[src/etrig_defines.svh]
// ====================
// shared widths and codes for the trigger front end
// select codes must fit the 2-bit select field
// ====================
`ifndef ETRIG_DEFINES_SVH
`define ETRIG_DEFINES_SVH

// period and delay counters, in adc_clk cycles
`define ETRIG_CNT_W 26

// strobe counter, wraps
`define ETRIG_PCNT_W 16

// glitch filter, pulse passes at all ones (127)
`define ETRIG_FILT_W 7

// source select codes
`define ETRIG_SEL_EXT0 2'd0  // pin 0
`define ETRIG_SEL_EXT1 2'd1  // pin 1
`define ETRIG_SEL_EXT2 2'd2  // pin 2
`define ETRIG_SEL_PROG 2'd3  // internal periodic trigger

`endif // ETRIG_DEFINES_SVH

[src/etrig_pkg.sv]
// ====================
// types for the trigger front end
// widths come from etrig_defines.svh
// ====================
`include "etrig_defines.svh"

package etrig_pkg;

  // period or delay, in adc_clk cycles
  typedef logic [`ETRIG_CNT_W-1:0] tick_cnt_t;

  // number of strobes issued, wraps
  typedef logic [`ETRIG_PCNT_W-1:0] pulse_cnt_t;

  typedef logic [1:0] trig_sel_t;  // source select code

  typedef logic [`ETRIG_FILT_W-1:0] filt_cnt_t;  // glitch filter counter

  // control fields, 54 bits, quasi-static
  typedef struct packed {
    trig_sel_t sel;     // source select
    tick_cnt_t period;  // periodic trigger spacing minus one
    tick_cnt_t delay;   // delayed strobe offset
  } etrig_ctrl_t;

  // delay machine
  typedef enum logic {
    DLY_IDLE,
    DLY_COUNT
  } dly_state_e;

endpackage

[src/etrig_input_cond.sv]
// ====================
// pins are active low and asynchronous to adc_clk
// pulses shorter than 127 cycles after sync are dropped
// ====================
`timescale 1ns/10ps
`include "etrig_defines.svh"

module etrig_input_cond
  import etrig_pkg::*;
(
  input  logic      adc_clk,
  input  logic      rst_n_i,
  input  logic [2:0] trign_i,    // active low, async
  input  trig_sel_t sel_i,       // registered select
  output logic      ext_filt_o   // filtered, de-inverted level
);

  logic [2:0] sync_q1;  // first sync stage, one bit per pin
  logic [2:0] sync_q2;  // second stage, safe to use
  logic       sel_trig; // selected pin, active high
  filt_cnt_t  filt_cnt;

  // two-flop synchronizers
  // reset high, pins idle high
  always_ff @(posedge adc_clk) begin
    if (!rst_n_i) begin
      sync_q1 <= 3'b111;
      sync_q2 <= 3'b111;
    end else begin
      sync_q1 <= trign_i;
      sync_q2 <= sync_q1;  // edge seen here two cycles later
    end
  end

  // invert and pick one pin
  always_comb begin
    case (sel_i)
      `ETRIG_SEL_EXT0: sel_trig = ~sync_q2[0];
      `ETRIG_SEL_EXT1: sel_trig = ~sync_q2[1];
      `ETRIG_SEL_EXT2: sel_trig = ~sync_q2[2];
      `ETRIG_SEL_PROG: sel_trig = 1'b0;  // internal source, pins ignored
      default:         sel_trig = 1'b0;
    endcase
  end

  // saturating glitch filter
  // any low cycle clears it, counts up while high, holds at all ones
  always_ff @(posedge adc_clk) begin
    if (!rst_n_i) begin
      filt_cnt <= '0;
    end else if (!sel_trig) begin
      filt_cnt <= '0;               // glitch or idle
    end else if (!ext_filt_o) begin
      filt_cnt <= filt_cnt + 1'b1;  // still qualifying
    end
  end

  // high once 127 consecutive high cycles were seen
  assign ext_filt_o = &filt_cnt;

  // falls 3 cycles after the pin returns high
  // (2 sync + 1 clear)

endmodule

[src/etrig_period_gen.sv]
// ====================
// pulses spaced period+1 cycles apart, none for period 0
// a new period is taken at the next reload
// ====================
`timescale 1ns/10ps

module etrig_period_gen
  import etrig_pkg::*;
(
  input  logic      adc_clk,
  input  logic      rst_n_i,
  input  tick_cnt_t period_i,  // reload value
  output logic      pulse_o    // one cycle, periodic trigger
);

  tick_cnt_t p_cnt;  // down-counter

  // reload on zero, otherwise count down
  always_ff @(posedge adc_clk) begin
    if (!rst_n_i) begin
      p_cnt <= '0;
    end else if (p_cnt == '0) begin
      p_cnt <= period_i;       // sample period only here
    end else begin
      p_cnt <= p_cnt - 1'b1;
    end
  end

  // flag the count of one
  assign pulse_o = (p_cnt == tick_cnt_t'(1));  // once per reload cycle

endmodule

[src/etrig_delay_line.sv]
// ====================
// strobe out 4 cycles after the trigger level rises
// delayed strobe follows by delay_i cycles, retrigger restarts it
// ====================
`timescale 1ns/10ps

module etrig_delay_line
  import etrig_pkg::*;
(
  input  logic       adc_clk,
  input  logic       rst_n_i,
  input  logic       trig_lvl_i,       // selected trigger level
  input  tick_cnt_t  delay_i,          // quasi-static
  output logic       pulse_o,          // one-cycle strobe
  output logic       pulse_delayed_o,  // strobe delayed by delay_i
  output pulse_cnt_t pulse_cnt_o       // strobes issued, wraps
);

  logic       lvl_r;      // level, first stage
  logic       lvl_r1;     // level, second stage
  logic       strobe;     // internal rising-edge strobe
  logic [1:0] pulse_sr;   // aligns pulse_o two cycles after strobe
  pulse_cnt_t pulse_cnt;
  dly_state_e dly_state;
  tick_cnt_t  dly_cnt;    // cycles since strobe
  logic       dly_pulse;  // fsm output, used when delay_i != 0

  // rising edge detect
  // strobe lands two cycles after the level rises
  always_ff @(posedge adc_clk) begin
    if (!rst_n_i) begin
      lvl_r  <= 1'b0;
      lvl_r1 <= 1'b0;
      strobe <= 1'b0;
    end else begin
      lvl_r  <= trig_lvl_i;
      lvl_r1 <= lvl_r;
      strobe <= lvl_r & ~lvl_r1;  // one cycle per rising edge
    end
  end

  // strobe counter, moves one cycle ahead of pulse_o
  always_ff @(posedge adc_clk) begin
    if (!rst_n_i) begin
      pulse_cnt <= '0;
    end else if (strobe) begin
      pulse_cnt <= pulse_cnt + 1'b1;  // wraps at 2^16
    end
  end

  // two-stage alignment shift register
  // gives delay 1 exactly one cycle between pulse and delayed pulse
  always_ff @(posedge adc_clk) begin
    if (!rst_n_i) begin
      pulse_sr <= 2'b00;
    end else begin
      pulse_sr <= {pulse_sr[0], strobe};
    end
  end

  // delay machine
  // counts from the strobe, fires when the count reaches delay_i
  always_ff @(posedge adc_clk) begin
    if (!rst_n_i) begin
      dly_state <= DLY_IDLE;
      dly_cnt   <= '0;
      dly_pulse <= 1'b0;
    end else begin
      dly_pulse <= 1'b0;  // default low, single-cycle pulse
      if (strobe) begin
        // new strobe always restarts, a pending pulse is dropped
        dly_state <= DLY_COUNT;
        dly_cnt   <= '0;
      end else begin
        case (dly_state)
          DLY_IDLE: begin
            dly_cnt <= '0;
          end
          DLY_COUNT: begin
            if (dly_cnt >= delay_i) begin
              dly_pulse <= 1'b1;     // lands delay_i after pulse_o
              dly_state <= DLY_IDLE;
              dly_cnt   <= '0;
            end else begin
              dly_cnt <= dly_cnt + 1'b1;
            end
          end
          default: begin
            dly_state <= DLY_IDLE;
            dly_cnt   <= '0;
          end
        endcase
      end
    end
  end

  assign pulse_o     = pulse_sr[1];
  assign pulse_cnt_o = pulse_cnt;

  // delay 0 means same cycle as pulse_o
  assign pulse_delayed_o = (delay_i == '0) ? pulse_sr[1] : dly_pulse;

endmodule

[src/etrig_bridge.sv]
// ====================
// single clock, adc_clk; ctrl_i applies one cycle after it changes
// external path fires 133 cycles after the pin falls
// ====================
`timescale 1ns/10ps
`include "etrig_defines.svh"

module etrig_bridge
  import etrig_pkg::*;
(
  input  logic        adc_clk,
  input  logic        rst_n_i,
  input  logic [2:0]  trign_i,                // active low, async
  input  etrig_ctrl_t ctrl_i,                 // sel, period, delay
  output logic        etrig_pulse_o,          // trigger strobe
  output logic        etrig_pulse_delayed_o,  // delayed strobe
  output pulse_cnt_t  etrig_pulse_cnt_o       // strobe count
);

  etrig_ctrl_t ctrl_r;      // registered control
  logic        prog_pulse;  // internal periodic trigger
  logic        ext_filt;    // filtered external level
  logic        trig_lvl;    // selected source

  // register the control fields once
  always_ff @(posedge adc_clk) begin
    if (!rst_n_i) begin
      ctrl_r <= '0;
    end else begin
      ctrl_r <= ctrl_i;
    end
  end

  etrig_input_cond u_input_cond (
    .adc_clk    (adc_clk),
    .rst_n_i    (rst_n_i),
    .trign_i    (trign_i),
    .sel_i      (ctrl_r.sel),
    .ext_filt_o (ext_filt)
  );

  etrig_period_gen u_period_gen (
    .adc_clk  (adc_clk),
    .rst_n_i  (rst_n_i),
    .period_i (ctrl_r.period),
    .pulse_o  (prog_pulse)
  );

  // final source select
  assign trig_lvl = (ctrl_r.sel == `ETRIG_SEL_PROG) ? prog_pulse : ext_filt;

  etrig_delay_line u_delay_line (
    .adc_clk         (adc_clk),
    .rst_n_i         (rst_n_i),
    .trig_lvl_i      (trig_lvl),
    .delay_i         (ctrl_r.delay),
    .pulse_o         (etrig_pulse_o),
    .pulse_delayed_o (etrig_pulse_delayed_o),
    .pulse_cnt_o     (etrig_pulse_cnt_o)
  );

endmodule

[config.mk]
export PLATFORM = sky130hd
export DESIGN_NAME = etrig_bridge
export DESIGN_NICKNAME = d
export VERILOG_FILES = /design/src/etrig_pkg.sv /design/src/etrig_input_cond.sv /design/src/etrig_period_gen.sv /design/src/etrig_delay_line.sv /design/src/etrig_bridge.sv
export VERILOG_INCLUDE_DIRS = /design/src
export SDC_FILE = /design/constraint.sdc
export NUM_CORES = 1
export LEC_CHECK = 0
export CORE_ASPECT_RATIO = 1.75
export CORE_MARGIN = 10
export CORE_UTILIZATION = 68
export DETAILED_ROUTE_END_ITERATION = 10
export DONT_BUFFER_PORTS = 1
export GPL_TIMING_DRIVEN = 0
export PLACE_DENSITY = 0.84
export SYNTH_ARGS = -nofsm -noshare
export SYNTH_HDL_FRONTEND = slang
export SYNTH_SLANG_ARGS = --single-unit
export TNS_END_PERCENT = 10
[constraint.sdc]
create_clock -name adc_clk -period 4.1 [get_ports adc_clk]
set_input_delay 0.205 -clock adc_clk [delete_from_list [all_inputs] [get_ports adc_clk]]
set_output_delay 0.205 -clock adc_clk [all_outputs]
set_load 0.005 [all_outputs]
* Yosys cells after proc, flatten, opt, wreduce, memory -nomap -nowiden *
Index checks and enable logic that the tools add are counted.

word-level totals
  output and inout port bits = 18
  memories = 0
  memory bits (read-only) = 0
  latch bits = 0
  flip-flop bits (word level) = 142
  bits in writable memories = 0

cells by class
  add/sub/neg operators = 4
  reduce and logical (&&, ||, !) cells = 7
  divide/modulo/power cells = 0
  shift operators = 0
  muxes and demuxes = 10
  magnitude comparators = 1
  eq/ne operators = 4
  multiply operators = 0
  bitwise operators = 7

operator list
  cell                   number
  $logic_not 26->1       2
  $mux 26                2
  $pmux 26 s2            1
  $add 26x1->26 const B  1
  $eq 26x1->1 const B    1
  $ge 26x26->1           1
  $sub 26x1->26 const B  1
  $add 16x1->16 const B  1
  $add 7x1->7 const B    1
  $reduce_and 7->1       1
  $mux 1                 6
  $not 1->1              6
  $eq 2x2->1 const B     2
  $pmux 1 s4             1
  $reduce_or 3->1        1
  $eq 2x1->1 const B     1
  $logic_not 2->1        1
  $reduce_and 2->1       1
  $reduce_or 2->1        1
  $and 1x1->1            1

* Longest topological paths before layout *
  depth after elaboration = 4
  mapped depth = 8

* Modules after synthesis *
Synthesis repeated with hierarchy kept, for this count alone.

second synthesis, totals
  cell total of the unflattened synthesis = 666
  area, all modules = 6344.8 µm²

modules (own cells, without submodules)
  module            cells each  times used  area an instance (µm²)  sequential area each (µm²)
  etrig_delay_line  330         1           2899.0                  980.9
  etrig_bridge      115         1           1526.5                  1081.0
  etrig_period_gen  166         1           1383.8                  520.5
  etrig_input_cond  55          1           535.5                   260.2

* Least setup slack after synthesis *
Ideal clock, no wire load.

  path kind = flip-flop to flip-flop
  start point = reg ctrl_r[25] (netlist bit)
  end point = reg u_delay_line.dly_cnt[10]
  arrival time = 2.229 ns
  stages on the path, launching flop included = 8
  required time = 3.968 ns
  period minus slack after synthesis = 2.361 ns
  path slack = 1.739 ns
  cells stage by stage = dfxtp_1 -> inv_1 -> ha_1 -> nand4_1 -> or3_1 -> a2111oi_2 -> clkbuf_1 -> nor3_1

on the way
  cells in the longest elaborated chain, start to end = 3

RTL lines
  item                    line                    text
  start, declared         etrig_bridge.sv:20      etrig_ctrl_t ctrl_r;
  start signal, assigned  etrig_bridge.sv:30      ctrl_r <= ctrl_i;
  $ge 26x26->1            etrig_delay_line.sv:80  if (dly_cnt >= delay_i) begin
  $mux 26                 etrig_delay_line.sv:80
  $pmux 26 s2             etrig_delay_line.sv:75  case (dly_state)
  end signal, assigned    etrig_delay_line.sv:85  dly_cnt <= dly_cnt + 1'b1;
  end, declared           etrig_delay_line.sv:25  tick_cnt_t dly_cnt;

No other way between the ends.
A chain may end at the register's enable or synchronous reset.

* Worst setup path in the final report *
  start point = reg ctrl_r[4] (netlist bit)
  end point = reg u_delay_line.dly_cnt[6]

The elaborated chain is that of the path after synthesis.

==> flow_summary_export.csv <==
group,metric,value,unit
run_status,status,"finished, final reports clean",
worst_setup_path,max_stage_delay,910,ps
worst_setup_path,path_buf_inv,2,
grt,grt_pass1_vias,5365,
grt,antenna_found_initial,0,
layout,nFillCells,462,
layout,instances_no_fill,863,
drt,met3WireLength,966,um
clock_tree,clockBufferDepth,2,
die,start_util,69.40,%
drt,route.met2.wl,9.233,mm
drt,vias_per_cell,5.999,
placement,port_buffers,0,
timing,rsz0062_at_grt,"no",
yosys,yosysWarnings,0,
drt,wl_met1,5.406,mm
layout,drive_above_1_share,5.898,%
timing,setup_viol_count_final,0,
worst_setup_path,cp.arrival,3270,ps
layout,fin_util,85.33,%
drt,wl_per_cell,18.99,um
drt,drt_iter0_drc,254,
clock_tree,cts_setup_buffers,0,
clock_tree,cts.clk_slew.worst_paths,60,ps
layout,regArea,2843,um2
drt,routed_wirelength,16.39,mm
die,dieArea,13090,um2
timing,whs,241.3,ps
worst_setup_path,crit_chain,"inv_1 > ha_1 > nand4_1 > a21oi_1 > o21ai_0 > a2111oi_2 > clkbuf_1 > nor3_1",
yosys,synth_seq_cells,142,
yosys,syn-num-nets,747,
hold_path,hold_path.class,"input pin to register",
grt,grt_first_pass_wirelength,27.12,mm
layout,nets,823,
timing,min_period,2996,ps
drt,first_pass_iters,8,
placement,placed_cells,774,
power_and_ir_drop,ir_drop,0.3743,mV
die,fp.dieW,90.88,um
yosys,synth_cell_types,43,
worst_setup_path,endpoint_kind,"register",
worst_setup_path,cp_top_family,"compound AO/OA/AOI/OAI gates",
placement,hpwlAfterDp,10.38,mm
layout,final_cell_mix,"dfxtp_1, nor2_1, and2_1, dlygate4sd3_1, nor3_1",
layout,n_antenna_cell,0,
timing,slew_headroom,31.18,%
drt,drc,0,
worst_setup_path,crit_type,"register to register",
die,rows,45,
die,die_y,144.0,um
yosys,syn_inst,657,
worst_setup_path,worst_setup_path_start_kind,"register",
die,io_pins,77,
layout,final_common_cell,"dfxtp_1",
timing,maxSlewViolCount,0,
grt,grt_usage,26.00,%
grt,grt_remaining_overflow,0,
yosys,ys_seq_area_share,47.55,%
layout,area_growth,22.96,%
timing,tns,0,ps
clock_tree,cts_buffers,17,
clock_tree,htreeDepth,4,
drt,top_signal_layer_used,"met4",
worst_setup_path,cp_max_fo,10,
yosys,netlist_area,5978,um2
power_and_ir_drop,leakage,2.844,nW
power_and_ir_drop,power_density,559.9,nW/um2
clock_tree,clk_latency,420,ps
layout,multi_input_area,2910,um2
timing,min_period_over_period,73.07,%
placement,gp_congestion,1.017,
drt,via_count,5177,
clock_tree,clock-root-buffer,"clkbuf_16",
clock_tree,cts_tree,"built",
timing,clock_skew,6.264,ps
worst_setup_path,cpMaxStageDelayCell,"a2111oi_2",
grt,grt_max_degree,17,
drt,final_antenna_net_count,0,
timing,hold_violations,0,
timing,clock.fmax,333.8,MHz
timing,tightest_slew,1030,ps
worst_setup_path,required,4370,ps
yosys,avgSynthCellArea,9.099,um2
clock_tree,cts.sinks,142,
die,coreArea,8615,um2
job,cap_violations,0,
layout make-up:
class | instances | share of cell area [%]
plain buffers | 26 | 1.430
flip-flops and latches | 142 | 38.67
clock inverters | 13 | 2.894
clock buffers | 19 | 6.026
inverters | 32 | 1.634
multi-input cells | 457 | 39.59
repair buffers | 57 | 7.762
well taps | 117 | 1.991
cell families (layout without fill, tap and decap cells):
logic type	after synthesis	after routing	share of synthesized area, %
and+or+nand+nor	296	296	26.20
DFF	142	142	47.55
AOI/OAI and AO/OA	72	72	7.367
buffers and inverters	58	147	3.767
xor gates and xnor gates	53	53	7.765
adders and majority gates	31	31	6.488
muxes	5	5	0.8581
registers in the layout (all words and copies together), names as in the netlist:
register	count
u_period_gen.p_cnt	26
u_input_cond.sync_q2	3
u_delay_line.pulse_sr	2
u_delay_line.dly_cnt	26
u_delay_line.lvl_r	1
u_delay_line.strobe	1
ctrl_r	54
u_delay_line.pulse_cnt_o	16
u_delay_line.dly_pulse	1
u_delay_line.lvl_r1	1
u_delay_line.dly_state	1
u_input_cond.filt_cnt	7
u_input_cond.sync_q1	3
cell usage after synthesis (all sizes together):
library cell / instances / area share [%]
dfxtp: 142 / 48
nor2: 59 / 3.7
and2: 57 / 6.0
nor3: 44 / 3.7
nand2: 38 / 2.4
ha: 31 / 6.5
inv: 31 / 1.9
xnor2: 28 / 4.1
clkbuf: 25 / 1.6
o21ai: 25 / 2.1
xor2: 25 / 3.7
a21oi: 24 / 2.0
nand4: 19 / 2.0
nand3: 18 / 1.5
nor4: 18 / 1.9
or3: 11 / 1.2
and3: 9 / 0.94
a211oi: 7 / 1.0
nand2b: 6 / 0.63
or4: 5 / 0.82
and4: 4 / 0.59
mux2i: 4 / 0.67
a31oi: 3 / 0.31
nor2b: 3 / 0.31
o21a: 3 / 0.38
o31ai: 3 / 0.38
nor3b: 2 / 0.25
or2: 2 / 0.21
a2111oi: 1 / 0.25
a2bb2oi: 1 / 0.15
a311oi: 1 / 0.15
a31o: 1 / 0.15
and4b: 1 / 0.17
buf: 1 / 0.19
clkinv: 1 / 0.063
mux2: 1 / 0.19
o2111ai: 1 / 0.15
o211ai: 1 / 0.13
o221a: 1 / 0.19
timing repair:
item | CTS | global route
gates resized for setup | 0 | 0
hold buffers | 57 | 0
hold endpoints to repair | 57 | 0
worst reg2reg max path, stage by stage, from the launching register on:
cell and delay, ps:
dfxtp_1 370, inv_1 60, ha_1 310, nand4_1 100, a21oi_1 220, o21ai_0 220
a2111oi_2 910, clkbuf_1 520, nor3_1 130
where the power goes:
group | switching (mW) | total, mW | internal [mW]
Clock | 0.589 | 1.69 | 1.10
Sequential | 0.105 | 1.60 | 1.50
Combinational | 0.479 | 0.824 | 0.345
routing by layer:
metal	vias to the layer above	global-route usage (%)
li1	2425	-
met1	2470	23.04
met2	210	51.35
met3	72	7.680
met4	0	13.09
met5	-	0
final timing paths:
| kind | start | end | slack (ps) | cells past startpoint |
|---|---|---|---|---|
| setup / recovery | ctrl_r[4] | u_delay_line.dly_cnt[6] | 1100 | 8 |
| hold / removal | rst_n_i | u_delay_line.dly_state | 240 | 3 |
| setup reg to reg | ctrl_r[4] | u_delay_line.dly_cnt[6] | 1100 | 8 |
| hold reg to reg | u_delay_line.lvl_r1 | u_delay_line.strobe | 390 | 1 |
per-stage QoR:
| stage | instance area [um2] | worst slack, ps | power, mW |
|---|---|---|---|
| 4_1_cts | 7351 | 1175 | 4.091 |
| 3_5_place_dp | 6125 | 1190 | 2.356 |
| 5_1_grt | 7351 | 914.7 | 4.297 |
| 3_3_place_gp | 6125 | 1240 | 2.322 |
| 2_1_floorplan | 5978 | 1739 | 2.186 |
| 6_report | 7351 | 1104 | 4.115 |
Note: power is estimated with default switching activity, not from simulation.
